## src/wallacePkg.sv

```systemverilog
package wallacePkg;

    localparam int operandWidth = 16;
    localparam int productWidth = 2 * operandWidth;
    localparam int maxRows = operandWidth;
    localparam int reductionLevels = 6;
    localparam int claGroupWidth = 4;

    typedef logic [operandWidth-1:0] operandT;
    typedef logic [productWidth-1:0] productT;
    typedef logic [$clog2(maxRows+1)-1:0] rowCountT;

    // rows entering each Wallace level, level 0 first.
    // the last level hands two rows to the final adder.
    localparam rowCountT [reductionLevels-1:0] levelRows = {
        rowCountT'(3),
        rowCountT'(4),
        rowCountT'(6),
        rowCountT'(8),
        rowCountT'(11),
        rowCountT'(16)
    };

    // a set of rows between pipeline stages, each aligned to product bit 0.
    // rows above the live count are kept at zero.
    typedef struct packed {
        logic valid;
        productT [maxRows-1:0] rows;
    } rowSetT;

    // the two rows left after the last level, ready for the carry-propagate adder.
    typedef struct packed {
        logic valid;
        productT sum;
        productT carry;
    } sumPairT;

    // row count after one 3:2 level: each group of three gives two rows.
    function automatic int rowsAfter(input int rowsIn);
        int groups;
        groups = rowsIn / 3;
        return 2 * groups + (rowsIn % 3);
    endfunction

endpackage

```

## src/partialProducts.sv

```systemverilog
`timescale 1ns/10ps

module partialProducts (
    input  logic                clk,
    input  logic                arstN,
    input  wallacePkg::operandT a,
    input  wallacePkg::operandT b,
    input  logic                inValid,
    output wallacePkg::rowSetT  rows
);

    import wallacePkg::*;

    productT [maxRows-1:0] andRows;
    productT [maxRows-1:0] rowsQ;
    logic                  validQ;

    // row i is b gated by bit i of a, moved up to its weight.
    always_comb begin
        for (int i = 0; i < maxRows; i++) begin
            andRows[i] = (productT'(b) & {productWidth{a[i]}}) << i;
        end
    end

    always_ff @(posedge clk or negedge arstN) begin
        if (!arstN) begin
            validQ <= 1'b0;
        end else begin
            validQ <= inValid;
        end
    end

    always_ff @(posedge clk) begin
        if (inValid) begin
            rowsQ <= andRows;
        end
    end

    assign rows = '{valid: validQ, rows: rowsQ};

endmodule

```

## src/csaLayer.sv

```systemverilog
`timescale 1ns/10ps

module csaLayer #(
    parameter int rowsIn = wallacePkg::maxRows
) (
    input  logic               clk,
    input  logic               arstN,
    input  wallacePkg::rowSetT rowsPrev,
    output wallacePkg::rowSetT rowsNext
);

    import wallacePkg::*;

    localparam int groups = rowsIn / 3;
    localparam int rowsOut = rowsAfter(rowsIn);

    productT [maxRows-1:0] reduced;
    productT [maxRows-1:0] rowsQ;
    logic                  validQ;

    // each group of three rows goes through a row of full adders.
    // the sum stays in place and the carry moves up one bit.
    always_comb begin
        productT x;
        productT y;
        productT z;
        reduced = '0;
        for (int g = 0; g < groups; g++) begin
            x = rowsPrev.rows[3*g];
            y = rowsPrev.rows[3*g+1];
            z = rowsPrev.rows[3*g+2];
            reduced[2*g] = x ^ y ^ z;
            reduced[2*g+1] = ((x & y) | (x & z) | (y & z)) << 1;
        end

        // rows that do not fill a group move on untouched.
        for (int r = 2 * groups; r < rowsOut; r++) begin
            reduced[r] = rowsPrev.rows[3*groups + r - 2*groups];
        end
    end

    always_ff @(posedge clk or negedge arstN) begin
        if (!arstN) begin
            validQ <= 1'b0;
        end else begin
            validQ <= rowsPrev.valid;
        end
    end

    always_ff @(posedge clk) begin
        if (rowsPrev.valid) begin
            rowsQ <= reduced;
        end
    end

    assign rowsNext = '{valid: validQ, rows: rowsQ};

endmodule

```

## src/claAdder.sv

```systemverilog
`timescale 1ns/10ps

module claAdder (
    input  logic                clk,
    input  logic                arstN,
    input  wallacePkg::sumPairT pair,
    output wallacePkg::productT product,
    output logic                outValid
);

    import wallacePkg::*;

    localparam int groupCount = productWidth / claGroupWidth;

    productT                gen;
    productT                prop;
    productT                carryIn;
    productT                sumNext;
    logic [groupCount-1:0]  groupCarry;

    // carry into bit k of a group, written out as a flat sum of products.
    // k equal to the group width gives the carry out of the group.
    function automatic logic lookahead(
        input logic [claGroupWidth-1:0] g,
        input logic [claGroupWidth-1:0] p,
        input logic                     cin,
        input int                       k
    );
        logic c;
        logic chain;
        c = 1'b0;
        for (int j = 0; j < k; j++) begin
            chain = g[j];
            for (int m = j + 1; m < k; m++) begin
                chain = chain & p[m];
            end
            c = c | chain;
        end
        chain = cin;
        for (int m = 0; m < k; m++) begin
            chain = chain & p[m];
        end
        return c | chain;
    endfunction

    assign gen = pair.sum & pair.carry;
    assign prop = pair.sum ^ pair.carry;

    // groups resolve their carries in parallel and hand one carry up the chain.
    always_comb begin
        groupCarry = '0;
        carryIn = '0;
        for (int grp = 0; grp < groupCount; grp++) begin
            for (int k = 0; k < claGroupWidth; k++) begin
                carryIn[grp*claGroupWidth + k] = lookahead(gen[grp*claGroupWidth +: claGroupWidth],
                    prop[grp*claGroupWidth +: claGroupWidth], groupCarry[grp], k);
            end
            if (grp < groupCount - 1) begin
                groupCarry[grp+1] = lookahead(gen[grp*claGroupWidth +: claGroupWidth],
                    prop[grp*claGroupWidth +: claGroupWidth], groupCarry[grp], claGroupWidth);
            end
        end
    end

    assign sumNext = prop ^ carryIn;

    always_ff @(posedge clk or negedge arstN) begin
        if (!arstN) begin
            outValid <= 1'b0;
        end else begin
            outValid <= pair.valid;
        end
    end

    // the product holds until the next valid pair arrives.
    always_ff @(posedge clk) begin
        if (pair.valid) begin
            product <= sumNext;
        end
    end

endmodule

```

## src/wallaceMultiplier.sv

```systemverilog
`timescale 1ns/10ps

module wallaceMultiplier (
    input  logic                clk,
    input  logic                arstN,
    input  wallacePkg::operandT a,
    input  wallacePkg::operandT b,
    input  logic                inValid,
    output wallacePkg::productT product,
    output logic                outValid
);

    import wallacePkg::*;

    // levelData[0] comes from the AND array, levelData[i+1] from Wallace level i.
    rowSetT  levelData [reductionLevels+1];
    sumPairT finalPair;

    partialProducts pp0 (
        .clk     (clk),
        .arstN   (arstN),
        .a       (a),
        .b       (b),
        .inValid (inValid),
        .rows    (levelData[0])
    );

    for (genvar lvl = 0; lvl < reductionLevels; lvl++) begin : gLevel
        csaLayer #(
            .rowsIn (int'(levelRows[lvl]))
        ) layer (
            .clk      (clk),
            .arstN    (arstN),
            .rowsPrev (levelData[lvl]),
            .rowsNext (levelData[lvl+1])
        );
    end

    // only two rows survive the last level.
    assign finalPair = '{
        valid: levelData[reductionLevels].valid,
        sum:   levelData[reductionLevels].rows[0],
        carry: levelData[reductionLevels].rows[1]
    };

    claAdder cla0 (
        .clk      (clk),
        .arstN    (arstN),
        .pair     (finalPair),
        .product  (product),
        .outValid (outValid)
    );

endmodule

```

## config.mk

```make
export PLATFORM = sky130hd
export DESIGN_NAME = wallaceMultiplier
export DESIGN_NICKNAME = d
export VERILOG_FILES = /design/src/wallacePkg.sv /design/src/partialProducts.sv /design/src/csaLayer.sv /design/src/claAdder.sv /design/src/wallaceMultiplier.sv
export SDC_FILE = /design/constraint.sdc
export NUM_CORES = 1
export LEC_CHECK = 0
export BUFFER_PORTS_ARGS = -buffer_cell sky130_fd_sc_hd__buf_2
export CORE_MARGIN = 3
export CORE_UTILIZATION = 35
export CTS_CLUSTER_DIAMETER = 100
export DETAILED_ROUTE_END_ITERATION = 7
export PLACE_DENSITY = 0.49
export SYNTH_ARGS = -nofsm -noshare
export SYNTH_HDL_FRONTEND = slang
export SYNTH_SLANG_ARGS = --single-unit
export TNS_END_PERCENT = 50
```

## constraint.sdc

```tcl
create_clock -name clk -period 5.2 [get_ports clk]
set_clock_uncertainty 0.05 [all_clocks]
set_input_delay 0.78 -clock clk [delete_from_list [all_inputs] [get_ports clk]]
set_output_delay 0.78 -clock clk [all_outputs]
set_load 0.05 [all_outputs]
```

After elaboration in Yosys (flattened, before gate mapping)
Cells that the tools add are included.
{ "classes": {"n_bitwise": 261} }
{ "op_table": {"columns": ["op", "n"], "rows": [
  ["$and 31x31->31", 43],
  ["$xor 32x32->32", 30],
  ["$or 31x31->31", 28],
  ["$and 1x1->1", 72],
  ["$or 1x1->1", 72],
  ["$and 16x32->32", 1],
  ["$and 16x31->31", 1],
  ["$and 16x30->30", 1],
  ["$and 16x29->29", 1],
  ["$and 16x28->28", 1],
  ["$and 16x27->27", 1],
  ["$and 16x26->26", 1],
  ["$and 16x25->25", 1],
  ["$and 16x24->24", 1],
  ["$and 16x23->23", 1],
  ["$and 16x22->22", 1],
  ["$and 16x21->21", 1],
  ["$and 16x20->20", 1],
  ["$and 16x19->19", 1],
  ["$and 16x18->18", 1],
  ["$and 16x17->17", 1]
]} }
{ "totals": {"regBits": 1458, "elab_cells": 320} }

Logic depth before layout (Yosys ltp)
Gate-level depths: netlist of the first run.
{ "logic_depth": {"depth_word": 42, "depth_mapped": 25, "ltp_nobuf": 25} }

Modules after synthesis
From an unflattened synthesis of the first run, not the netlist that was laid out.
{ "hier_totals": {"cells_unflattened": 4490, "hier_area_um2": 70171.0} }
{ "by_module_without_submodules": {"columns": ["module", "instances", "cells_each", "area_each_um2"], "rows": [
  ["csaLayer at gLevel[0].layer", 1, 675, 14916.8],
  ["partialProducts", 1, 803, 11577.4],
  ["csaLayer at gLevel[1].layer", 1, 611, 11511.0],
  ["csaLayer at gLevel[2].layer", 1, 579, 9447.8],
  ["csaLayer at gLevel[3].layer", 1, 579, 8006.4],
  ["csaLayer at gLevel[4].layer", 1, 547, 6663.9],
  ["csaLayer at gLevel[5].layer", 1, 547, 5943.2],
  ["claAdder", 1, 149, 2104.5]
]} }

Worst setup path after synthesis of the first run
No wires, ideal clock.
{ "synth_path": {"path_type": "reg2reg", "startpoint": "register gLevel[5].layer.rowsQ (netlist bit gLevel[5].layer.rowsNext[40])", "endpoint": "register cla0.product[31] (data pin)", "setup_ns": 0.257, "arrival_time_ns": 4.390, "required_time_ns": 4.893, "setup_slack_ns": 0.504, "path_stages_with_launch": 26, "synth_period_minus_slack_ns": 4.696, "path_cell_list": "edfxtp_1 -> ha_1 -> ha_1 -> o211ai_2 -> nand2_1 -> a21o_1 -> ha_1 -> o211ai_2 -> nand2_1 -> a21o_1 -> ha_1 -> o211ai_2 -> nand2_1 -> a21o_1 -> ha_1 -> o211ai_2 -> nand2_1 -> a21o_1 -> ha_1 -> o211ai_2 -> nand2_1 -> a21o_1 -> ha_1 -> o211ai_1 -> nand2_1 -> xor2_1"} }
{ "synth_via": {"elab_chain_len": 33, "elab_cells_between_ends": 38, "cone_classes": "bitwise (38)"} }
{ "synth_lines": {"columns": ["element", "line", "source"], "rows": [
  ["from (decl)", "csaLayer.sv:18", "productT [maxRows-1:0] rowsQ;"],
  ["from (signal assigned)", "csaLayer.sv:52", "rowsQ <= reduced;"],
  ["$and 31x31->31", "claAdder.sv:46", "assign gen = pair.sum & pair.carry;"],
  ["$and 1x1->1 (3 in series)", "claAdder.sv:35", "chain = chain & p[m];"],
  ["$or 1x1->1 (3 in series)", "claAdder.sv:37", "c = c | chain;"],
  ["$or 1x1->1 *", "claAdder.sv:43", "return c | chain;"],
  ["$and 1x1->1 * (4 in series)", "claAdder.sv:41", "chain = chain & p[m];"],
  ["$or 1x1->1 *", "claAdder.sv:43", null],
  ["$and 1x1->1 * (4 in series)", "claAdder.sv:41", null],
  ["$or 1x1->1 *", "claAdder.sv:43", null],
  ["$and 1x1->1 * (4 in series)", "claAdder.sv:41", null],
  ["$or 1x1->1 *", "claAdder.sv:43", null],
  ["$and 1x1->1 * (4 in series)", "claAdder.sv:41", null],
  ["$or 1x1->1 *", "claAdder.sv:43", null],
  ["$and 1x1->1 * (3 in series)", "claAdder.sv:41", null],
  ["$or 1x1->1 *", "claAdder.sv:43", null],
  ["$xor 32x32->32 *", "claAdder.sv:65", "assign sumNext = prop ^ carryIn;"],
  ["named net cla0.sumNext[31]", "claAdder.sv:18", "productT sumNext;"],
  ["to (signal assigned)", "claAdder.sv:78", "product <= sumNext;"],
  ["to (decl)", "claAdder.sv:7", "output wallacePkg::productT product,"]
]} }
The timed path passes the listed nets; every way through them passes the cells marked *.
A chain may end at the register's enable or synchronous reset.

Final worst setup path of the first run
Ends and elaborated chain as after synthesis.

==> results of run 1 <==
[cells in the final DEF, fill, tap and decap left out, drive strengths merged]
cell / netlist / final
bufinv: 0 / 8
xnor2: 6 / 6
buf: 4 / 86
a21o: 5 / 5
fa: 206 / 206
dlygate4sd3: 0 / 1
diode: 0 / 1
o21a: 6 / 6
nand2: 6 / 6
inv: 0 / 5
o211ai: 6 / 6
clkbuf: 28 / 134
and2: 256 / 256
nor2: 6 / 6
dfrtp: 8 / 8
clkinv: 0 / 31
clkinvlp: 0 / 1
ha: 83 / 83
edfxtp: 948 / 948
a21oi: 6 / 6
xor2: 12 / 12
[layout make-up]
| type | count | area [sq um] |
|---|---|---|
| clock buffer | 134 | 2700 |
| clock inverter | 45 | 434 |
| antenna | 1 | 2.50 |
| tap | 1357 | 1700 |
| fill | 8935 | 59800 |
| multi-input combinational | 598 | 7170 |
| sequential | 956 | 28700 |
| timing repair buffer | 87 | 536 |
[logic make-up (layout without fill, tap and decap cells)]
kind of cell,Yosys count,in the layout
AO/OA/AOI/OAI,23,23
XOR/XNOR,18,18
adder cells (fa/ha/maj),289,289
buffers and inverters,32,266
flip-flops,956,956
other,0,1
AND/OR/NAND/NOR,268,268
[path summary, 6_finish.rpt]
check / slack (ns) / depth (start not counted) / end
hold / removal: 0.33 / 0 / cla0.outValid
setup reg to reg: 0.38 / 25 / cla0.product[31]
hold reg to reg: 0.33 / 0 / cla0.outValid
min in group asynchronous: 0.48 / 2 / cla0.outValid
setup / recovery: 0.38 / 25 / cla0.product[31]
max in group asynchronous: 4.42 / 2 / gLevel[2].layer.validQ
[per-layer routing]
metal / part of all wire / vias up / wire length (um) / track usage
met5: 0 / - / 0 / 0
met4: 0.022 / 0 / 1270 / 0.0410
met3: 0.047 / 87 / 2740 / 0.0212
met2: 0.43 / 249 / 25500 / 0.163
met1: 0.50 / 7050 / 29400 / 0.173
li1: - / 6223 / - / -
[stage by stage]
stage                util  area [sq um]  power [W]  setup slack, ns
finish              0.408         41200     0.0186            0.383
global route        0.408         41200     0.0195          0.00124
CTS                 0.408         41200     0.0189            0.102
detailed placement  0.377         38100     0.0121            0.125
global placement    0.377         38100     0.0120            0.100
floorplan               -         36000     0.0112            0.504
[flip-flops by register name, summed over array words and instances, names as in the netlist]
signal and cells:
cla0.outValid 1, cla0.product 32, gLevel.layer.rowsNext 660, gLevel.layer.validQ 6, pp0.rows 256, pp0.validQ 1
[what timing repair did]
action | 4_1_cts | 5_1_grt
hold endpoints to repair | 8 | 0
gates resized for setup | 0 | 3
setup endpoints to repair | 0 | 3
buffers inserted | 0 | 2
hold buffers | 1 | 0
[where the power goes]
group	internal, W	total [W]	switching, W
registers	0.00974	0.0102	0.000443
logic	0.000614	0.00163	0.00102
clock network	0.00403	0.00680	0.00278
==> out/qor.csv, run 1 <==
metric,value,unit
wl,58900,um
synthMuxAreaShare,0,
drt-initial-drc-count,982,
cts_buffers,100,
synth_top_area_frac,0.791,
synth_most_common_cell,edfxtp_1,
max_cap_viol_count,0,
fin_hold_ws,0.335,ns
synth_top_area_cell,edfxtp_1,
antenna_found_initial,5,
crit_path_start_kind,flip-flop,
synth_top_family_by_area,adder cells,
vias,13600,
drive_above_1_share,0.130,
core,101000,sq um
worst_pin_slew,0.938,ns
place_inst,2995,
synth-seq-cells,956,
path_clk_slew,0.06,ns
worstSetupStartpoint,gLevel[5].layer.rowsNext[40],
crit_buf_inv,0,
vdd_drop_max,248,uV
status,"finished, final reports clean",
nets,2067,
setup-tns-final,0,ns
gr-total-overflow,0,
synthArstFlopShare,0.00837,
cts-root-buf,clkbuf_16,
slew-limit-headroom,0.375,
syn2layout_area_growth,14.6,%
cp-end-kind,flip-flop,
die_height,327,um
cpPeakStageDelay,0.39,ns
cp_common_cell,ha_1,
rsz0062_at_grt,false,
cts_tree,done,
crit_fanout,2,
clock_latency,0.66,ns
ys_warn_count,0,
dieArea,107000,sq um
ys_types,17,
synth-compound-area-share,0.00508,
hold_violations,0,
synth-adder-area-share,0.143,
ant_nets,0,
final_cells,3178,
ios,68,
hp-start,gLevel[5].layer.validQ,
grt_pass1_vias,14900,
port_buffers,67,
setup_viol,0,
grt_max_degree,139,
r2r-start,gLevel[5].layer.rowsNext[40],
period_share,0.926,
vias_per_cell,4.28,
grt.total_usage,0.114,
p_per_area,452,nW/um^2
yosys-top-cells-area,"edfxtp_1 79%, fa_1 11%, and2_1 4.5%",
syn_area,36000,sq um
syn_nets,1910,
routabilityCongestion,0.695,
critical-path-slowest-cell,edfxtp_1,
ys_top_cells_by_count,"948 x edfxtp_1, 256 x and2_1, 206 x fa_1",
arrival,5.15,ns
cp.required,5.54,ns
post-route-min-period,4.82,ns
drv_slew,0,
dieWidth,327,um
dpl.hpwl,37000,um
worst_hold_path_type,reg2reg,
cts.path.max_buffers,3,
cts_max_level,3,
synth-edff-count,948,
leakage,14.3,nW
syn_inst,1586,
first_pass_iters,5,
grt_pass1_wl,92200,um
critPathKind,reg2reg,
yosys.area_share.simple,0.0461,
timing.fmax,0.208,GHz
wl_per_cell,18.5,um
fp-row-count,116,
initial_utilization,0.356,
synth.avg_cell_area,22.7,sq um
drcViolationCount,0,
ys.flop_type,edfxtp_1,
synth_xor_area_frac,0.00438,
synth-seq-area-share,0.797,
clock_sinks,956,
crit_family,compound AO/OA/AOI/OAI gates,
Note: power is estimated with default switching activity, not from simulation.
==> run 2, diff against run 1 <==
PLACE_DENSITY = 0.48   (was 0.49)
SYNTH_HIERARCHICAL = 1   (was not set)
==> out/qor.csv, run 2 <==
metric,value,unit,change
critPathKind,reg2reg,,
grt_max_degree,131,,-5.8%
drive_above_1_share,0.124,,-0.00567
routabilityCongestion,0.706,,+1.6%
cpPeakStageDelay,0.43,ns,+0.04 ns
dpl.hpwl,56700,um,+53%
period_share,1.15,,+0.227
fp-row-count,145,,+25%
fill_cells,13900,,+55%
setup-tns-final,-3.73,ns,-3.73 ns
ios,68,,unchanged
crit_fanout,2,,unchanged
final_util,0.398,,-0.0104
grt.total_usage,0.119,,+0.00509
fin_hold_ws,0.359,ns,+0.0247 ns
grt_pass1_vias,23800,,+59%
clock_latency,0.76,ns,+0.10 ns
final_cell_mix,"1,362 x edfxtp_1, 439 x fa_1, 270 x conb_1",,
syn2layout_area_growth,12.7,%,
max_cap_viol_count,0,,unchanged
cts_tree,done,,
clock_sinks,1370,,+43%
slew-limit-headroom,0.308,,-0.0663
leakage,22.2,nW,+54%
rsz0062_at_grt,true,,
path_clk_slew,0.06,ns,about the same
port_buffers,67,,unchanged
drt-initial-drc-count,1401,,+43%
synth.avg_cell_area,22.1,sq um,-2.8%
grt_pass1_wl,145000,um,+57%
arrival,6.44,ns,+1.29 ns
hold_violations,0,,unchanged
setup_viol,8,,+8
ys_warn_count,6,,+6
gr-total-overflow,0,,unchanged
post-route-min-period,6.00,ns,+1.18 ns
fin_ws,-0.797,ns,-1.18 ns
ff_latch_area,41100,sq um,+43%
dieArea,163000,sq um,+53%
vias_per_cell,4.18,,-2.5%
largest_reg_flops,1074,,+63%
critical-path-slowest-cell,edfxtp_1,,
drv_slew,0,,unchanged
syn_area,55300,sq um,+54%
syn_inst,2506,,+58%
vdd_drop_max,289,uV,+17%
cts_buffers,149,,+49%
dieWidth,403,um,+23%
cts-root-buf,clkbuf_16,,
status,finished with violations,,
cp-end-kind,flip-flop,,
timing.fmax,0.167,GHz,-20%
vias,20600,,+51%
violations,setup timing,,
nets,3267,,+58%
worst_pin_slew,1.04,ns,+0.0995 ns
p_per_area,457,nW/um^2,+1.3%
core,157000,sq um,+55%
ant_nets,0,,unchanged
cts_max_level,4,,+1
cts.path.max_buffers,3,,unchanged
first_pass_iters,5,,unchanged
drcViolationCount,0,,unchanged
initial_utilization,0.353,,-0.00322
die_height,403,um,+23%
worst_hold_path_type,reg2reg,,
wl_per_cell,18.7,um,+0.98%
wl,92200,um,+57%
antenna_found_initial,13,,+8
multiInputGateArea,12800,sq um,+79%
cp.required,5.64,ns,+0.10 ns
crit_path_start_kind,flip-flop,,
mostFrequentLayoutCell,edfxtp_1,,
[run 2: worst max-delay path: cells and delay by family (launching register included)]
kind | cells | cell delay (ns)
simple gates | 8 | 0.91
flops | 1 | 0.43
fa+ha+maj | 8 | 1.58
xor+xnor | 1 | 0.13
compound gates | 15 | 2.64
[run 2: final cells by class]
| type | instances | share of cell area |
|---|---|---|
| well taps | 2058 | 0.0414 |
| clock buffers | 191 | 0.0634 |
| clock inverters | 80 | 0.0131 |
| repair buffers | 140 | 0.0161 |
| flip-flops and latches | 1370 | 0.660 |
| diodes | 1 | 0.0000402 |
| multi-input cells | 1090 | 0.206 |
[run 2: worst paths after layout]
kind | endpoint | cells past startpoint | startpoint | slack [ns]
min in group asynchronous | gLevel[3].layer/validQ | 2 | arstN | 0.41
max in group asynchronous | gLevel[1].layer/validQ | 2 | arstN | 4.39
hold / removal | gLevel[2].layer/rowsNext[185] | 0 | gLevel[1].layer/rowsNext[249] | 0.36
setup / recovery | cla0/product[31] | 32 | gLevel[5].layer/rowsNext[2] | -0.80
hold reg to reg | gLevel[2].layer/rowsNext[185] | 0 | gLevel[1].layer/rowsNext[249] | 0.36
setup reg to reg | cla0/product[31] | 32 | gLevel[5].layer/rowsNext[2] | -0.80
[run 2: timing repair]
item	in CTS	in global routing
hold buffers	1	0
resized for setup	13	4
endpoints found under the setup margin	8	11
endpoints found under the hold margin	8	0
pin swaps	6	11
buffers inserted	42	6
cloned	0	0
[run 2: routing by layer]
layer | share of wire | GRT usage | vias up
li1 | - | - | 9078
met1 | 0.47 | 0.167 | 11000
met2 | 0.46 | 0.183 | 359
met3 | 0.045 | 0.0273 | 179
met4 | 0.026 | 0.0399 | 8
met5 | 0.00060 | 0 | -
[run 2: through the flow]
step,worst slack (ns),power (W),instances,area [sq um]
after floorplan,-0.142,0.0170,2769,56300
after global routing,-1.24,0.0300,4929,62300
after CTS,-0.929,0.0290,4933,62300
final,-0.797,0.0285,4930,62300
after global placement,-1.07,0.0182,4619,57100
after detailed placement,-0.963,0.0183,4619,57100
[run 2: where the power goes]
group          internal [W]  switching (W)  total (W)
Clock               0.00600        0.00427     0.0103
Sequential           0.0143       0.000866     0.0152
Combinational       0.00130        0.00174    0.00304
==> run 3, diff against run 2 <==
REMOVE_ABC_BUFFERS = 1   (was not set)
clock period = 7.7 ns   (was 5.2 ns; I/O delays follow)
==> out/qor.csv, run 3 (synthesis results as in run 2) <==
metric,value,unit,change
power,0.0191,W,-33%
power_frac_seq,0.535,,+0.003
wl_per_cell,18.0,um,-3.8%
hold_violations,0,,unchanged
largest_reg_flops,1074,,unchanged
gr-total-overflow,0,,unchanged
dieArea,163000,sq um,unchanged
timing.fmax,0.150,GHz,-10%
p_sw_frac,0.240,,-0.00179
p_comb_frac,0.096,,-0.011
port_buffers,67,,unchanged
drv_slew,0,,unchanged
grt_pass1_wl,139000,um,-3.9%
routabilityCongestion,0.697,,-1.3%
place_inst,4600,,-0.41%
grt_max_degree,155,,+18%
cts_max_level,4,,unchanged
fp-row-count,145,,unchanged
arrival,7.10,ns,+0.66 ns
final_cell_mix,"1,362 x edfxtp_1, 442 x fa_1, 270 x conb_1",,
clock_sinks,1370,,unchanged
slew-limit-headroom,0.299,,-0.00949
critPathKind,reg2reg,,
cp_common_cell,ha_1,,
clockPowerShare,0.369,,+0.008
worst_pin_slew,1.05,ns,+0.0142 ns
mostFrequentLayoutCell,edfxtp_1,,
power.switching,0.00458,W,-33%
first_pass_iters,5,,unchanged
cts.path.max_buffers,3,,unchanged
cp.required,8.12,ns,+2.48 ns
worst_hold_path_type,in2async,,
cts_hold_buf,0,,-1
period_share,0.868,,-0.285
max_cap_viol_count,0,,unchanged
syn2layout_area_growth,11.9,%,
setup_viol,0,,-8
dieWidth,403,um,unchanged
core,157000,sq um,unchanged
grt_pass1_vias,23200,,-2.8%
nets,3210,,-1.7%
cts_buffers,150,,+0.67%
post_cts_buffers,0,,-100%
cpPeakStageDelay,0.42,ns,about the same
critical-path-slowest-cell,edfxtp_1,,
drive_above_1_share,0.107,,-0.0170
crit_buf_inv,0,,unchanged
final_cells,4874,,-1.1%
die_height,403,um,unchanged
cp-end-kind,flip-flop,,
status,"finished, final reports clean",,
leakage,21.9,nW,-0.96%
clock_latency,0.75,ns,about the same
grt.total_usage,0.113,,-0.00592
cts-root-buf,clkbuf_16,,
crit_fanout,2,,unchanged
vias,20200,,-1.8%
wl,87700,um,-4.9%
initial_utilization,0.353,,unchanged
antenna_found_initial,15,,+2
crit_path_start_kind,flip-flop,,
dpl.hpwl,55700,um,-1.8%
vdd_drop_max,222,uV,-23%
cts_tree,done,,
post-route-min-period,6.68,ns,+0.687 ns
p_per_area,309,nW/um^2,-32%
crit_family,compound AO/OA/AOI/OAI gates,,
cts_resized,0,,-13
cellInternalPower,0.0145,W,-33%
ios,68,,unchanged
vias_per_cell,4.15,,-0.65%
ant_nets,0,,unchanged
drt-initial-drc-count,1201,,-14%
path_clk_slew,0.06,ns,about the same
rsz0062_at_grt,false,,
drcViolationCount,0,,unchanged
## run 3: layer usage
| layer | vias to the layer above | track usage | share of wire |
|---|---|---|---|
| met1 | 10700 | 0.163 | 0.48 |
| met2 | 392 | 0.167 | 0.45 |
| met3 | 174 | 0.0252 | 0.044 |
| met4 | 0 | 0.0414 | 0.027 |
| met5 | - | 0 | 0 |
| li1 | 8947 | - | - |
## run 3: power by group through the flow
stage               Combinational, W  Clock [W]  Sequential, W
global route                 0.00215    0.00760         0.0104
detailed placement           0.00188          0         0.0104
CTS                          0.00189    0.00730         0.0103
global placement             0.00184          0         0.0104
floorplan                   0.000783          0         0.0106
finish                       0.00184    0.00704         0.0102
## run 3: worst paths after layout
path                                                 to  slack, ns  depth (start not counted)                           from
min in group clk           gLevel[4].layer/rowsNext[95]       0.36                          0  gLevel[3].layer/rowsNext[127]
max                                    cla0/product[31]       1.02                         32   gLevel[5].layer/rowsNext[33]
max reg2reg                            cla0/product[31]       1.02                         32   gLevel[5].layer/rowsNext[33]
min                                       cla0/outValid       0.24                          1                          arstN
max in group asynchronous        gLevel[2].layer/validQ       7.09                          1                          arstN
min reg2reg                gLevel[4].layer/rowsNext[95]       0.36                          0  gLevel[3].layer/rowsNext[127]
## run 3: cell type report
cell class | count | area, sq um
diodes | 4 | 10.0
clock inverters | 86 | 925
repair buffers | 82 | 483
multi-input cells | 1090 | 12800
fillers | 13900 | 94700
clock buffers | 184 | 3960
well taps | 2058 | 2570
flip-flops and latches | 1370 | 41100
## run 3: stage by stage
stage	cell area [sq um]	setup TNS (ns)	hold WS, ns	utilization	worst slack, ns
2_1_floorplan	53900	-141.14	0.350	-	-0.580
3_3_place_gp	56900	0	0.350	0.364	0.767
3_5_place_dp	56900	0	0.355	0.364	0.885
4_1_cts	61800	0	0.171	0.395	0.823
5_1_grt	61800	0	0.188	0.395	0.375
6_report	61800	0	0.241	0.395	1.02
